==> src/hdl/tx_pkg.sv <==
`default_nettype none

package tx_pkg;

    // Defaults for the top-level parameters.
    localparam int LANES_DEF   = 4;  // Lane count equals port count.
    localparam int DATA_W_DEF  = 16;
    localparam int LEN_MAX_DEF = 8;  // Max body words per packet.
    localparam int DEPTH_DEF   = 4;  // Park slots per lane.

    // Top nibble of a header word; low bits hold the body length.
    localparam logic [3:0] HDR_TAG = 4'hA;

    typedef enum logic [1:0] {
        TX_IDLE,    // Waiting for a header.
        TX_STREAM,  // Body words in flight.
        TX_CLOSE    // Signal done.
    } tx_state_e;

endpackage

`default_nettype wire

==> src/hdl/flit_if.sv <==
`timescale 1ns/1ps
`default_nettype none

interface flit_if #(
    parameter int LANES  = tx_pkg::LANES_DEF,
    parameter int DATA_W = tx_pkg::DATA_W_DEF
);
    localparam int SEL_W = $clog2(LANES);

    logic              valid;  // Word present this cycle.
    logic [SEL_W-1:0]  lane;
    logic [SEL_W-1:0]  dst;    // Destination port.
    logic [DATA_W-1:0] data;

    modport src (output valid, lane, dst, data);
    modport snk (input valid, lane, dst, data);

endinterface

`default_nettype wire

==> src/hdl/header_decoder.sv <==
`timescale 1ns/1ps
`default_nettype none

module header_decoder #(
    parameter int DATA_W  = tx_pkg::DATA_W_DEF,
    parameter int LEN_MAX = tx_pkg::LEN_MAX_DEF
) (
    input  logic [DATA_W-1:0]              data,
    input  logic [DATA_W-1:0]              park_data,
    input  logic                           sel,
    output logic                           is_header,
    output logic [$clog2(LEN_MAX+1)-1:0]   hdr_len
);
    import tx_pkg::*;

    localparam int LEN_W = $clog2(LEN_MAX + 1);

    logic [DATA_W-1:0] word;
    logic [3:0]        tag;

    assign word    = sel ? park_data : data;  // Parked head when selected.
    assign tag     = word[DATA_W-1 -: 4];
    assign hdr_len = word[LEN_W-1:0];

    // Zero or oversize length is not a header.
    assign is_header = (tag == HDR_TAG) && (hdr_len != '0) &&
                       (hdr_len <= LEN_W'(LEN_MAX));

endmodule

`default_nettype wire

==> src/hdl/park_list.sv <==
`timescale 1ns/1ps
`default_nettype none

module park_list #(
    parameter int LANES  = tx_pkg::LANES_DEF,
    parameter int DATA_W = tx_pkg::DATA_W_DEF,
    parameter int DEPTH  = tx_pkg::DEPTH_DEF
) (
    input  logic                     clk,
    input  logic                     rst_n,
    flit_if.snk                      wr_bus,
    input  logic                     park_wr,
    input  logic [$clog2(LANES)-1:0] rd_lane,
    input  logic                     park_rd,
    flit_if.src                      head,
    output logic [LANES-1:0]         full
);
    localparam int SEL_W = $clog2(LANES);
    localparam int PTR_W = (DEPTH > 1) ? $clog2(DEPTH) : 1;
    localparam int CNT_W = $clog2(DEPTH + 1);

    logic [SEL_W-1:0]  dst_mem  [LANES][DEPTH];
    logic [DATA_W-1:0] data_mem [LANES][DEPTH];
    logic [PTR_W-1:0]  wr_ptr   [LANES];
    logic [PTR_W-1:0]  rd_ptr   [LANES];
    logic [CNT_W-1:0]  cnt      [LANES];
    logic [LANES-1:0]  wr_hit;
    logic [LANES-1:0]  rd_hit;
    logic              wr_en;

    function automatic logic [PTR_W-1:0] next_ptr(input logic [PTR_W-1:0] p);
        return (p == PTR_W'(DEPTH - 1)) ? '0 : p + 1'b1;
    endfunction

    assign wr_en = park_wr && wr_bus.valid;

    always_comb begin
        for (int i = 0; i < LANES; i++) begin
            wr_hit[i] = wr_en && (wr_bus.lane == SEL_W'(i));
            rd_hit[i] = park_rd && (rd_lane == SEL_W'(i));
            full[i]   = (cnt[i] == CNT_W'(DEPTH));
        end
    end

    always_ff @(posedge clk or negedge rst_n) begin
        if (!rst_n) begin
            for (int i = 0; i < LANES; i++) begin
                wr_ptr[i] <= '0;
                rd_ptr[i] <= '0;
                cnt[i]    <= '0;
            end
        end else begin
            for (int i = 0; i < LANES; i++) begin
                if (wr_hit[i])
                    wr_ptr[i] <= next_ptr(wr_ptr[i]);
                if (rd_hit[i])
                    rd_ptr[i] <= next_ptr(rd_ptr[i]);
                if (wr_hit[i] && !rd_hit[i])
                    cnt[i] <= cnt[i] + 1'b1;
                else if (rd_hit[i] && !wr_hit[i])
                    cnt[i] <= cnt[i] - 1'b1;
            end
        end
    end

    always_ff @(posedge clk) begin
        if (wr_en) begin
            dst_mem[wr_bus.lane][wr_ptr[wr_bus.lane]]  <= wr_bus.dst;
            data_mem[wr_bus.lane][wr_ptr[wr_bus.lane]] <= wr_bus.data;
        end
    end

    // Head of the lane the controller is looking at.
    assign head.valid = (cnt[rd_lane] != '0);
    assign head.lane  = rd_lane;
    assign head.dst   = dst_mem[rd_lane][rd_ptr[rd_lane]];
    assign head.data  = data_mem[rd_lane][rd_ptr[rd_lane]];

    a_no_overflow: assert property (@(posedge clk) disable iff (!rst_n)
        wr_en |-> !full[wr_bus.lane])
        else $error("park_list: write to full lane %0d", wr_bus.lane);

    a_no_underflow: assert property (@(posedge clk) disable iff (!rst_n)
        park_rd |-> (cnt[rd_lane] != '0))
        else $error("park_list: read from empty lane %0d", rd_lane);

endmodule

`default_nettype wire

==> src/hdl/burst_tracker.sv <==
`timescale 1ns/1ps
`default_nettype none

module burst_tracker #(
    parameter int LANES   = tx_pkg::LANES_DEF,
    parameter int LEN_MAX = tx_pkg::LEN_MAX_DEF,
    parameter int PORT_ID = 0
) (
    input  logic                         clk,
    input  logic                         rst_n,
    input  logic                         trk_load,
    input  logic                         trk_step,
    input  logic                         trk_clear,
    input  logic [$clog2(LEN_MAX+1)-1:0] hdr_len,
    output logic [$clog2(LANES)-1:0]     expect_lane,
    output logic                         remaining_zero
);
    localparam int SEL_W = $clog2(LANES);
    localparam int LEN_W = $clog2(LEN_MAX + 1);
    localparam logic [SEL_W-1:0] HOME = SEL_W'(PORT_ID);

    logic [LEN_W-1:0] remaining;
    logic [SEL_W-1:0] lane_next;

    assign lane_next = (expect_lane == SEL_W'(LANES - 1)) ? '0 : expect_lane + 1'b1;

    always_ff @(posedge clk or negedge rst_n) begin
        if (!rst_n) begin
            expect_lane <= HOME;
            remaining   <= '0;
        end else if (trk_clear) begin
            expect_lane <= HOME;
            remaining   <= '0;
        end else if (trk_load) begin
            remaining   <= hdr_len;  // Stripe 1 follows the header.
            expect_lane <= lane_next;
        end else if (trk_step) begin
            remaining   <= remaining - 1'b1;
            expect_lane <= lane_next;
        end
    end

    assign remaining_zero = (remaining == '0);

    a_step_nonzero: assert property (@(posedge clk) disable iff (!rst_n)
        trk_step |-> !remaining_zero)
        else $error("burst_tracker: step with no body words left");

endmodule

`default_nettype wire

==> src/hdl/tx_out_stage.sv <==
`timescale 1ns/1ps
`default_nettype none

module tx_out_stage #(
    parameter int LANES   = tx_pkg::LANES_DEF,
    parameter int DATA_W  = tx_pkg::DATA_W_DEF,
    parameter int PORT_ID = 0
) (
    input  logic                     clk,
    input  logic                     rst_n,
    input  logic                     keep,
    flit_if.snk                      in_bus,
    flit_if.snk                      park_bus,
    input  logic                     out_src,
    input  logic                     out_fire,
    input  logic                     done_pulse,
    input  logic [LANES-1:0]         done_in,
    output logic                     valid_out,
    output logic [$clog2(LANES)-1:0] lane_out,
    output logic [$clog2(LANES)-1:0] dst_out,
    output logic [DATA_W-1:0]        data_out,
    output logic [LANES-1:0]         done_out
);
    logic [LANES-1:0] done_merge;

    always_comb begin
        done_merge          = done_in;
        done_merge[PORT_ID] = done_pulse;  // Own slot of the chain.
    end

    always_ff @(posedge clk or negedge rst_n) begin
        if (!rst_n) begin
            valid_out <= 1'b0;
            done_out  <= '0;
        end else if (!keep) begin
            valid_out <= out_fire;
            done_out  <= done_merge;
        end
    end

    always_ff @(posedge clk) begin
        if (!keep) begin
            lane_out <= out_src ? park_bus.lane : in_bus.lane;
            dst_out  <= out_src ? park_bus.dst  : in_bus.dst;
            data_out <= out_src ? park_bus.data : in_bus.data;
        end
    end

endmodule

`default_nettype wire

==> src/hdl/tx_order_ctrl.sv <==
`timescale 1ns/1ps
`default_nettype none

module tx_order_ctrl #(
    parameter int LANES   = tx_pkg::LANES_DEF,
    parameter int PORT_ID = 0
) (
    input  logic                     clk,
    input  logic                     rst_n,
    input  logic                     keep,
    flit_if.snk                      in_bus,
    flit_if.snk                      park_bus,
    input  logic                     is_header,
    input  logic [$clog2(LANES)-1:0] expect_lane,
    input  logic                     remaining_zero,
    output logic                     dec_sel,
    output logic                     park_wr,
    output logic                     park_rd,
    output logic [$clog2(LANES)-1:0] rd_lane,
    output logic                     out_src,
    output logic                     out_fire,
    output logic                     done_pulse,
    output logic                     trk_load,
    output logic                     trk_step,
    output logic                     trk_clear
);
    import tx_pkg::*;

    localparam int SEL_W = $clog2(LANES);
    localparam logic [SEL_W-1:0] HOME = SEL_W'(PORT_ID);

    tx_state_e state;
    tx_state_e state_n;
    logic      own_in;
    logic      foreign_in;

    assign own_in     = in_bus.valid && (in_bus.dst == HOME);
    assign foreign_in = in_bus.valid && (in_bus.dst != HOME);
    assign rd_lane    = (state == TX_STREAM) ? expect_lane : HOME;
    assign dec_sel    = park_bus.valid;  // Parked head has priority.

    always_ff @(posedge clk or negedge rst_n) begin
        if (!rst_n)
            state <= TX_IDLE;
        else
            state <= state_n;
    end

    always_comb begin
        state_n    = state;
        park_wr    = 1'b0;
        park_rd    = 1'b0;
        out_src    = 1'b0;
        out_fire   = 1'b0;
        done_pulse = 1'b0;
        trk_load   = 1'b0;
        trk_step   = 1'b0;
        trk_clear  = 1'b0;

        if (!keep) begin
            // Other ports' words own the output this cycle.
            if (foreign_in)
                out_fire = 1'b1;

            case (state)
                TX_IDLE: begin
                    if (!foreign_in && park_bus.valid && is_header) begin
                        park_rd  = 1'b1;
                        out_src  = 1'b1;
                        out_fire = 1'b1;
                        trk_load = 1'b1;
                        park_wr  = own_in;  // Input loses to the release.
                        state_n  = TX_STREAM;
                    end else if (own_in && !park_bus.valid && is_header &&
                                 (in_bus.lane == HOME)) begin
                        out_fire = 1'b1;
                        trk_load = 1'b1;
                        state_n  = TX_STREAM;
                    end else begin
                        park_wr = own_in;
                    end
                end

                TX_STREAM: begin
                    if (remaining_zero) begin
                        park_wr = own_in;
                        state_n = TX_CLOSE;
                    end else if (!foreign_in && park_bus.valid) begin
                        park_rd  = 1'b1;
                        out_src  = 1'b1;
                        out_fire = 1'b1;
                        trk_step = 1'b1;
                        park_wr  = own_in;
                    end else if (own_in && (in_bus.lane == expect_lane)) begin
                        out_fire = 1'b1;
                        trk_step = 1'b1;
                    end else begin
                        park_wr = own_in;  // Early stripe.
                    end
                end

                TX_CLOSE: begin
                    done_pulse = 1'b1;
                    trk_clear  = 1'b1;
                    park_wr    = own_in;
                    state_n    = TX_IDLE;
                end

                default: state_n = TX_IDLE;
            endcase
        end
    end

    // Upstream stays quiet under keep.
    a_keep_quiet: assert property (@(posedge clk) disable iff (!rst_n)
        keep |-> !in_bus.valid)
        else $error("tx_order_ctrl: input word while keep is high");

endmodule

`default_nettype wire

==> src/hdl/tx_manage_top.sv <==
`timescale 1ns/1ps
`default_nettype none

module tx_manage_top #(
    parameter int LANES   = tx_pkg::LANES_DEF,
    parameter int DATA_W  = tx_pkg::DATA_W_DEF,
    parameter int LEN_MAX = tx_pkg::LEN_MAX_DEF,
    parameter int DEPTH   = tx_pkg::DEPTH_DEF,
    parameter int PORT_ID = 0
) (
    input  logic                     clk,
    input  logic                     rst_n,
    input  logic                     keep,
    input  logic                     valid_in,
    input  logic [$clog2(LANES)-1:0] lane_in,
    input  logic [$clog2(LANES)-1:0] dst_in,
    input  logic [DATA_W-1:0]        data_in,
    input  logic [LANES-1:0]         done_in,
    output logic                     valid_out,
    output logic [$clog2(LANES)-1:0] lane_out,
    output logic [$clog2(LANES)-1:0] dst_out,
    output logic [DATA_W-1:0]        data_out,
    output logic [LANES-1:0]         done_out
);
    localparam int SEL_W = $clog2(LANES);
    localparam int LEN_W = $clog2(LEN_MAX + 1);

    flit_if #(.LANES(LANES), .DATA_W(DATA_W)) in_flit ();
    flit_if #(.LANES(LANES), .DATA_W(DATA_W)) park_flit ();

    logic             dec_sel;
    logic             is_header;
    logic [LEN_W-1:0] hdr_len;
    logic             park_wr;
    logic             park_rd;
    logic [SEL_W-1:0] rd_lane;
    logic             out_src;
    logic             out_fire;
    logic             done_pulse;
    logic             trk_load;
    logic             trk_step;
    logic             trk_clear;
    logic [SEL_W-1:0] expect_lane;
    logic             remaining_zero;

    assign in_flit.valid = valid_in;
    assign in_flit.lane  = lane_in;
    assign in_flit.dst   = dst_in;
    assign in_flit.data  = data_in;

    header_decoder #(.DATA_W(DATA_W), .LEN_MAX(LEN_MAX)) u_header_decoder (
        .data      (in_flit.data),
        .park_data (park_flit.data),
        .sel       (dec_sel),
        .is_header (is_header),
        .hdr_len   (hdr_len)
    );

    park_list #(.LANES(LANES), .DATA_W(DATA_W), .DEPTH(DEPTH)) u_park_list (
        .clk     (clk),
        .rst_n   (rst_n),
        .wr_bus  (in_flit.snk),
        .park_wr (park_wr),
        .rd_lane (rd_lane),
        .park_rd (park_rd),
        .head    (park_flit.src),
        .full    ()
    );

    burst_tracker #(.LANES(LANES), .LEN_MAX(LEN_MAX), .PORT_ID(PORT_ID)) u_burst_tracker (
        .clk            (clk),
        .rst_n          (rst_n),
        .trk_load       (trk_load),
        .trk_step       (trk_step),
        .trk_clear      (trk_clear),
        .hdr_len        (hdr_len),
        .expect_lane    (expect_lane),
        .remaining_zero (remaining_zero)
    );

    tx_order_ctrl #(.LANES(LANES), .PORT_ID(PORT_ID)) u_tx_order_ctrl (
        .clk            (clk),
        .rst_n          (rst_n),
        .keep           (keep),
        .in_bus         (in_flit.snk),
        .park_bus       (park_flit.snk),
        .is_header      (is_header),
        .expect_lane    (expect_lane),
        .remaining_zero (remaining_zero),
        .dec_sel        (dec_sel),
        .park_wr        (park_wr),
        .park_rd        (park_rd),
        .rd_lane        (rd_lane),
        .out_src        (out_src),
        .out_fire       (out_fire),
        .done_pulse     (done_pulse),
        .trk_load       (trk_load),
        .trk_step       (trk_step),
        .trk_clear      (trk_clear)
    );

    tx_out_stage #(.LANES(LANES), .DATA_W(DATA_W), .PORT_ID(PORT_ID)) u_tx_out_stage (
        .clk        (clk),
        .rst_n      (rst_n),
        .keep       (keep),
        .in_bus     (in_flit.snk),
        .park_bus   (park_flit.snk),
        .out_src    (out_src),
        .out_fire   (out_fire),
        .done_pulse (done_pulse),
        .done_in    (done_in),
        .valid_out  (valid_out),
        .lane_out   (lane_out),
        .dst_out    (dst_out),
        .data_out   (data_out),
        .done_out   (done_out)
    );

endmodule

`default_nettype wire

==> config.mk <==
export PLATFORM = sky130hd
export DESIGN_NAME = tx_manage_top
export DESIGN_NICKNAME = d
export VERILOG_FILES = /design/src/hdl/tx_pkg.sv /design/src/hdl/flit_if.sv /design/src/hdl/header_decoder.sv /design/src/hdl/park_list.sv /design/src/hdl/burst_tracker.sv /design/src/hdl/tx_out_stage.sv /design/src/hdl/tx_order_ctrl.sv /design/src/hdl/tx_manage_top.sv
export SDC_FILE = /design/constraint.sdc
export NUM_CORES = 1
export LEC_CHECK = 0
export BUFFER_PORTS_ARGS = -buffer_cell sky130_fd_sc_hd__buf_2
export CORE_ASPECT_RATIO = 0.5
export CORE_MARGIN = 2
export CORE_UTILIZATION = 50
export CTS_CLUSTER_DIAMETER = 50
export DETAILED_ROUTE_END_ITERATION = 6
export HOLD_SLACK_MARGIN = 0.03
export PLACE_DENSITY = 0.69
export SYNTH_ARGS = -nofsm -noshare
export SYNTH_HDL_FRONTEND = slang
export SYNTH_SLANG_ARGS = --single-unit
==> constraint.sdc <==
create_clock -name clk -period 7.48 [get_ports clk]
set_input_delay 0.748 -clock clk [delete_from_list [all_inputs] [get_ports clk]]
set_output_delay 0.748 -clock clk [all_outputs]
set_load 0.005 [all_outputs]
### Yosys cells after proc, flatten, opt, wreduce, memory -nomap -nowiden

Memory sizes are Yosys's and may differ from the RTL's.
Index checks and enable logic that the tools add are counted.
W data, S select, Z words.

* add/sub/neg operators: 18
* reductions and logical operators: 52
* bitwise logic cells: 5
* mux-type cells: 84
* order comparisons: 6
* eq/ne operators: 21

Operators with widths (count)
* $mux W16: 5
* $mux W64: 1
* $mux W2: 25
* $bmux W16 S2: 1
* $demux W16 S2: 1
* $mux W3: 10
* $eq A2 B2 Y1 const B: 14
* $logic_and A1 B1 Y1: 28
* $mux W1: 28
* $add A2 B1 Y2 const B: 9
* $add A3 B1 Y3 const B: 4
* $bmux W2 S2: 3
* $ge A3 B3 Y1 const B: 4
* $mux W4: 3
* $not A2 Y3: 4
* $sub A3 B1 Y3 const B: 4
* $logic_not A1 Y1: 10
* $reduce_bool A2 Y1: 5
* $logic_not A2 Y1: 4
* $mux W8: 1
* $bmux W3 S2: 1
* $eq A2 B1 Y1 const B: 3
* $reduce_bool A3 Y1: 2
* $demux W2 S2: 1
* other kinds (14): 15

* bits of input ports: 28
* memory bits (writable): 288
* word-level logic and storage cells: 208
* bits in registers: 61
* memories: 2

Memory list
* u_park_list.data_mem: words 4, bits a word 64, rd ports 1, clocked after Yosys merged registers in 0, write ports 1, line park_list.sv:23 `logic [DATA_W-1:0] data_mem [LANES][DEPTH];`
* u_park_list.dst_mem: words 4, bits a word 8, rd ports 1, clocked after Yosys merged registers in 0, write ports 1, line park_list.sv:22 `logic [SEL_W-1:0] dst_mem [LANES][DEPTH];`

### Logic depth before layout (Yosys ltp)

Gate-level depths: netlist (run 1).

* depth after elaboration: 26
* depth in mapped cells: 20

### By module

From an unflattened synthesis (run 1), not the netlist that was laid out.

* cells, all modules: 725
* area, all modules: 14619.0 um^2

By module, submodules not included
* park_list: area each 12668.4 um^2, instances 1, seq. area each 9349.0 um^2, cells an instance 583
* tx_out_stage: area each 1113.6 um^2, instances 1, seq. area each 725.7 um^2, cells an instance 54
* burst_tracker: area each 369.1 um^2, instances 1, seq. area each 150.1 um^2, cells an instance 37
* tx_order_ctrl: area each 320.3 um^2, instances 1, seq. area each 50.0 um^2, cells an instance 37
* header_decoder: area each 147.6 um^2, instances 1, seq. area each 0.0 um^2, cells an instance 14

### Worst setup path after synthesis (run 1)

No wires, ideal clock.

* kind: flip-flop to flip-flop
* from: reg u_burst_tracker.expect_lane[0]
* to: reg u_park_list.cnt[1] in the netlist's numbering
* buffers on the path: 3
* slack: 3.702 ns
* data arrival time: 3.653 ns
* period minus slack after synthesis: 3.778 ns
* cell stages (with the launch flop): 18
* setup time: 0.125 ns
* required time: 7.355 ns
* cells stage by stage: dfrtp_1 buf_2 nand4bb_1 buf_4 o2bb2ai_1 nor2_1 buf_2 a2111oi_0 o21ai_0 o21a_1 o41ai_1 a31o_2 and4_1 inv_1 ha_1 inv_1 fa_1 mux2_2

* word-level cells in the longest chain between the ends: 24
* elaborated cells on any way between the ends: 50
* those cells by class: order compare (1); eq/ne (3); mux (24); bitwise (2); reduce/logical (19); memory (1)

RTL lines
* start: declaration: line burst_tracker.sv:15 `output logic [$clog2(LANES)-1:0] expect_lane,`
* start signal: assignment: line burst_tracker.sv:36 `expect_lane <= lane_next;`
* start signal: assignment: line burst_tracker.sv:39 `expect_lane <= lane_next;`
* parallel branches: the longest is 24 deep, another holds $le A4 B4 Y1
* end signal: indexed assignment: line park_list.sv:59 `cnt[i] <= cnt[i] + 1'b1;`
* end signal: indexed assignment: line park_list.sv:61 `cnt[i] <= cnt[i] - 1'b1;`
* end: declaration: line park_list.sv:26 `logic [CNT_W-1:0] cnt [LANES];`

Parallel ways; which one is timed is not known. The select of a mux whose other input is x is not followed.
A chain may end at the register's enable or synchronous reset.

### Worst setup path after layout (run 1)

* from: reg u_burst_tracker.expect_lane[1]
* to: reg u_park_list.cnt[1] in the netlist's numbering

Same word-level chain as after synthesis.

==> results of run 1 <==
## routing by layer
metal	up-vias	GRT usage [%]	routed length [um]	share of wire, %
li1	4237	-	-	-
met1	4763	32.09	15560	43
met2	409	37.09	16700	46
met3	71	3.694	2755	7.6
met4	0	7.973	1086	3.0
met5	-	0	0	0
## flip-flops by register name, summed over array words and instances (netlist names)
signal	cells
u_tx_out_stage.data_out	16
u_burst_tracker.expect_lane	2
u_tx_out_stage.dst_out	2
u_tx_out_stage.done_out	4
u_park_list.data_mem	256
u_tx_out_stage.lane_out	2
u_park_list.wr_ptr	8
u_park_list.rd_ptr	8
u_tx_out_stage.valid_out	1
u_burst_tracker.remaining	4
u_park_list.cnt	12
u_park_list.dst_mem	32
u_tx_order_ctrl.state	2
## cell usage in the layout, fill, tap and decap left out, drive strengths merged, types with 11 or more instances in the layout
master / instances
edfxtp: 308
nor2: 165
a21oi: 89
mux2i: 81
buf: 76
nand2: 41
dfrtp: 41
mux2: 38
clkbuf: 35
o211ai: 31
o221ai: 20
o21ai: 18
o22ai: 16
clkinv: 16
inv: 15
ha: 14
a211oi: 13
a31oi: 12
a2bb2oi: 12
xor2: 11
## worst max-delay path, cell delays in order (launching register included)
cell	delay, ps
dfrtp_4	700
nand4bb_1	190
buf_4	290
a2bb2oi_1	250
nand2_2	480
buf_4	420
mux2i_1	150
mux2_2	320
o31a_1	300
xnor2_1	320
a31o_2	290
and4_1	320
inv_1	70
ha_1	220
inv_1	70
fa_1	400
mux2_2	270
## final timing paths
path | startpoint | to | slack [ps]
max in group asynchronous | rst_n | u_burst_tracker.expect_lane[1] | 6500
hold / removal | rst_n | u_burst_tracker.expect_lane[1] | 310
setup reg to reg | u_burst_tracker.expect_lane[1] | u_park_list.cnt[1] | 2240
hold reg to reg | u_park_list.cnt[11] | u_park_list.cnt[11] | 470
setup / recovery | u_burst_tracker.expect_lane[1] | u_park_list.cnt[1] | 2240
min in group clk | done_in[1] | u_tx_out_stage.done_out[1] | 400
## report_power, final
| part | internal, uW | total [uW] | switching, uW | leakage, uW |
|---|---|---|---|---|
| sequential | 2230 | 2360 | 132 | 0.00330 |
| combinational | 595 | 1610 | 1020 | 0.00202 |
| clock | 839 | 1560 | 722 | 0.000477 |
| total | 3660 | 5530 | 1870 | 0.00580 |
## final cells by class
| type | instances | share of cell area (%) |
|---|---|---|
| Timing Repair Buffer | 76 | 2.641 |
| Inverter | 14 | 0.3134 |
| Sequential cell | 349 | 61.30 |
| Clock buffer | 35 | 4.715 |
| Clock inverter | 23 | 1.186 |
| Tap cell | 391 | 2.917 |
| Multi-Input combinational cell | 663 | 26.93 |
## per-stage QoR
stage	util [%]	cells	worst slack, ps
after detailed placement	53.78	1493	2327
after CTS	57.15	1551	2299
after global routing	57.15	1551	1925
after floorplan	-	1095	3702
final	57.15	1551	2238
after global placement	53.78	1493	2348
## cell families (layout without fill, tap and decap cells)
group	Yosys count	in the layout	synth area share, %
flip-flops	349	349	68.15
AND/OR/NAND/NOR	261	261	7.436
AO/OA/AOI/OAI	245	245	10.71
multiplexers	121	121	8.515
buffers and inverters	83	148	2.448
adder cells (fa/ha/maj)	18	18	1.693
XOR/XNOR	18	18	1.046
==> results.md, run 1 <==
* Critical Path End Type: flop
* Cell variety after synth at 64
* Synth area leaders: edfxtp_1 61%, dfrtp_1 6.8%, mux2i_1 5.4%
* Power per cell area at ~330 nW/um^2
* Die height at about 130 um
* Vias in the first global route at approximately 9,300
* Number of synthesized flops with an enable pin at slightly above 300
* ANT nets after route at 0
* Achievable clock frequency at roughly 190 MHz
* IR drop worst, VDD at around 0.2 mV
* Area Growth Syn to Fin at 11.23%
* Final worst-path cycle share at between 70% and 80%
* Relative max-transition margin at between 20 and 30%
* Synthesized net count at around 1,100
* Syn Inst Count at approximately 1,100
* Remaining Overflow, GRT at 0
* DRT iter0 DRCs at ~900
* Fin area at about 17,000 um^2
* Top-level port count at between 50 and 60
* Worst EP arrival at between 5000 and 6000 ps
* Top post-synthesis cells by count: 308 x edfxtp_1, 165 x nor2_1, 89 x a21oi_1
* Initial DRT Pass Iterations at 5
* Clock buffer depth at 3
* N_diodes at 0
* Area leader, netlist: edfxtp_1
* Endpoints failing setup at 0
* Gpl congestion at between 0.8 and 0.9
* YS warnings at 0
* WP data required at approximately 7900 ps
* Post-CTS Repair Setup Buffers at 0
* Final Hold Fails at 0
* Ys async rst share at a little under an eighth
* Cts hold-fix bufs at 0
* # fillers at around 2,300
* CTS clock-pin slew for the worst setup and hold paths at about 70 ps
* Post-Syn Area at about 15,000 um^2
* Post-DP HPWL at a little under 20,000 um
* RSZ-0062 raised after global routing: false
* Core ar. at between 20,000 and 30,000 um^2
* Pwr Total at approximately 5500 uW
* Post-CTS Resized at 0
* Mean Syn Cell Area at between 10 and 15 um^2
* Clock root cell: clkbuf_16
* Port bufs at 51
* Die Footprint at roughly 32,000 um^2
* First-pass GRT wire length at around 55,000 um
* CTS H-tree depth at 1
* Sequential fraction of the synthesis area at 68.15%
* Skew final at 16.19 ps
* Worst skew pair latency at around 580 ps
* Post-Place Cell Area at around 16,000 um^2
* Synth top area share at about three fifths
* Multi-input gate area at between 4000 and 5000 um^2
* Most common cell in the synthesized netlist: edfxtp_1
* Via-per-instance ratio at just over 6
* Wire length per cell at between 20 and 25 um
* HP Class: input pin to asynchronous set/reset pin
* Largest net degree at the start of global routing at between 80 and 90
* Max-cap violations at 0
* Crit start category: flop
* Seq. cell area at 10,280 um^2
* LEAKAGE at a little under 0.006 uW
* Worst slew pin tran at 1053 ps
* Rows at 44
* Hold WS at roughly 310 ps
* Critical path class: flop to flop
* Final nets at around 1,200
* CTS Buf Count at 31
* CTS tree: yes
* FF-to-FF path depth at 16
* Starting Density at around half
* Outcome: completed
* Crit Path Max Fanout at 35
* Total negative slack at 0 ps
* # DRC at 0
* Flops & latches, synth at 349
* Total wire length at 36,100 um
* Max Slew Vio Count at 0
* Min Tclk post-route at between 5000 and 6000 ps
* Die Width at approximately 250 um
* Vias at 9,480
* Total GRT Usage at 22.97%
* Share of layout cells above drive strength 1 at roughly 16%
* Dominant synthesized flop cell: edfxtp_1
* Sink Count at around 350
* Initial antenna violation count at 0
(Power assumes the default switching activity.)
==> inputs of run 2 (changes only) <==
==> constraint.sdc (replaced) <==
create_clock -name clk -period 5.4 [get_ports clk]
set_input_delay 0.54 -clock clk [delete_from_list [all_inputs] [get_ports clk]]
set_output_delay 0.54 -clock clk [all_outputs]
set_load 0.005 [all_outputs]
==> run 2 against run 1 <==
Highest routed layer unchanged. Global-route usage is 0.63 points lower. Combinational power is 39% higher. Die area unchanged. Sequential power grew 38%. Core utilization rose by 0.20 points. Total power grew 38%. Via count fell by 1.0%. Fmax is 14% higher.
==> results.md, run 2 (same netlist as run 1, synthesis figures left out) <==
* Cts hold-fix bufs at 0
* Initial DRT Pass Iterations at 5
* Die height at about 130 um
* Achievable clock frequency at 216.6 MHz
* ANT nets after route at 0
* R2r setup slk at roughly 780 ps
* FF-to-FF path depth at 14
* CTS H-tree depth at 1
* Skew final at 7.569 ps
* Area Growth Syn to Fin at 11.61%
* Crit start category: flop
* Clock root cell: clkbuf_16
* Starting Density at slightly above 50%
* Worst slew pin tran at 984.0 ps
* Post-Place Cell Area at 15,860 um^2
* Rows at 44
* Post-DP HPWL at 20,230 um
* WP data required at approximately 5900 ps
* Largest net degree at the start of global routing at approximately 150
* Total negative slack at 0 ps
* Post-CTS Resized at 0
* Clock buffer depth at 3
* Final nets at about 1,200
* Vias at roughly 9,400
* Hold WS at 110.6 ps
* Relative max-transition margin at 34.40%
* Crit Path Max Fanout at 23
* Share of layout cells above drive strength 1 at 15.58%
* # DRC at 0
* Min Tclk post-route at around 4600 ps
* Die Footprint at 31,640 um^2
* Commonest cells after routing, fill and taps aside: 308 x edfxtp_1, 148 x nor2_1, 89 x a21oi_1
* Post-CTS Repair Setup Buffers at 0
* Critical Path End Type: flop
* Worst EP arrival at 5070 ps
* Outcome: completed
* Worst skew pair latency at approximately 570 ps
* Gpl congestion at between 0.8 and 0.9
* CTS tree: yes
* RSZ-0062 raised after global routing: false
* Power per cell area at between 400 and 500 nW/um^2
* LEAKAGE at approximately 0.006 uW
* Endpoints failing setup at 0
* Total GRT Usage at 22.34%
* Wire length per cell at 22.40 um
* CTS Buf Count at 30
* Max reg flops at 256
* HP Class: input pin to asynchronous set/reset pin
* N_diodes at 0
* Core ar. at 29,340 um^2
* CTS clock-pin slew for the worst setup and hold paths at about 70 ps
* Sink Count at 349
* Max Slew Vio Count at 0
* FF-to-FF Start: u_burst_tracker.expect_lane[0]
* Crit path launch: u_burst_tracker.expect_lane[0]
* Top-level port count at between 50 and 60
* DRT iter0 DRCs at ~1,000
* Fin area at 16,830 um^2
* Final Hold Fails at 0
* Die Width at 249.6 um
* Remaining Overflow, GRT at 0
* Total wire length at between 30,000 and 40,000 um
* Initial antenna violation count at 0
* First-pass GRT wire length at 54,140 um
* Max-cap violations at 0
* Vias in the first global route at ~9,300
* Commonest non-fill, non-tap cell in the layout: edfxtp_1
* Critical path class: flop to flop
* Port bufs at 51
* Reg-to-reg critical path endpoint: u_park_list.cnt[1]
* Pwr Total at 7621 uW
* Worst setup path endpoint: u_park_list.cnt[1]
* Via-per-instance ratio at approximately 6
* Final worst-path cycle share at between 80% and 90%
* IR drop worst, VDD at approximately 0.28 mV
run 2: cell count changes in the layout (fill, tap and decap cells not counted):
cell / before / now
buf_4: 25 / 34
clkbuf_1: 4 / 11
clkinv_2: 7 / 1
nor2_2: 12 / 17
nor2_4: 5 / 0
clkinv_4: 4 / 0
clkinvlp_4: 4 / 1
buf_12: 0 / 2
clkbuf_8: 0 / 2
clkbuf_16: 31 / 32
clkinv_1: 5 / 6
inv_16: 1 / 0
run 2: metrics by stage:
| step | util [%] | instances | setup slack, ps |
|---|---|---|---|
| final | 57.35 | 1559 | 783.2 |
| after global routing | 57.35 | 1559 | 384.3 |
| after CTS | 57.35 | 1559 | 773.0 |
| after detailed placement | 54.06 | 1504 | 777.6 |
| after global placement | 54.06 | 1504 | 880.9 |
| after floorplan | - | 1095 | 1622 |
run 2: routing by layer:
metal | wire length, um | GRT usage [%] | vias up
met3 | 2429 | 3.673 | 54
met2 | 16720 | 37.27 | 347
met1 | 15050 | 31.10 | 4727
met5 | 0 | 0 | -
met4 | 731 | 5.280 | 0
li1 | - | - | 4254
run 2: final cells by class:
| class | instances | area, um^2 |
|---|---|---|
| Clock buffer | 45 | 869.6 |
| Clock inverter | 10 | 95.09 |
| Timing Repair Buffer | 87 | 550.5 |
| Tap cell | 391 | 489.2 |
| Sequential cell | 349 | 10280 |
| Inverter | 14 | 52.55 |
| Fill cell | 2246 | 12520 |
| Multi-Input combinational cell | 663 | 4491 |
run 2: how the worst min path moves through the flow:
stage,from,to,slack [ps],cells after the start
floorplan,rst_n,u_burst_tracker.expect_lane[0],240,0
finish,rst_n,u_park_list.cnt[0],110,1
CTS,rst_n,u_park_list.cnt[7],130,1
detailed placement,u_park_list.cnt[8],u_park_list.cnt[8],460,1
global route,rst_n,u_park_list.cnt[0],190,1
global placement,u_park_list.cnt[5],u_park_list.cnt[5],460,1
run 2: worst max-delay path, stage by stage (launching register included):
cell       delay, ps
dfrtp_2          630
nand4bb_1        290
a2bb2oi_1        260
nand2_2          390
a2111oi_0        430
o21ai_0          230
o21a_1           190
o41ai_1          450
a31o_2           290
and4_1           290
inv_1             60
ha_1             210
inv_1             70
fa_1             410
mux2_2           280
run 2: power breakdown:
part	leakage (uW)	switching (uW)	total, uW	internal (uW)
registers	0.00330	167	3260	3090
clock network	0.000463	934	2140	1200
logic	0.00209	1390	2230	833
total	0.00585	2500	7620	5120
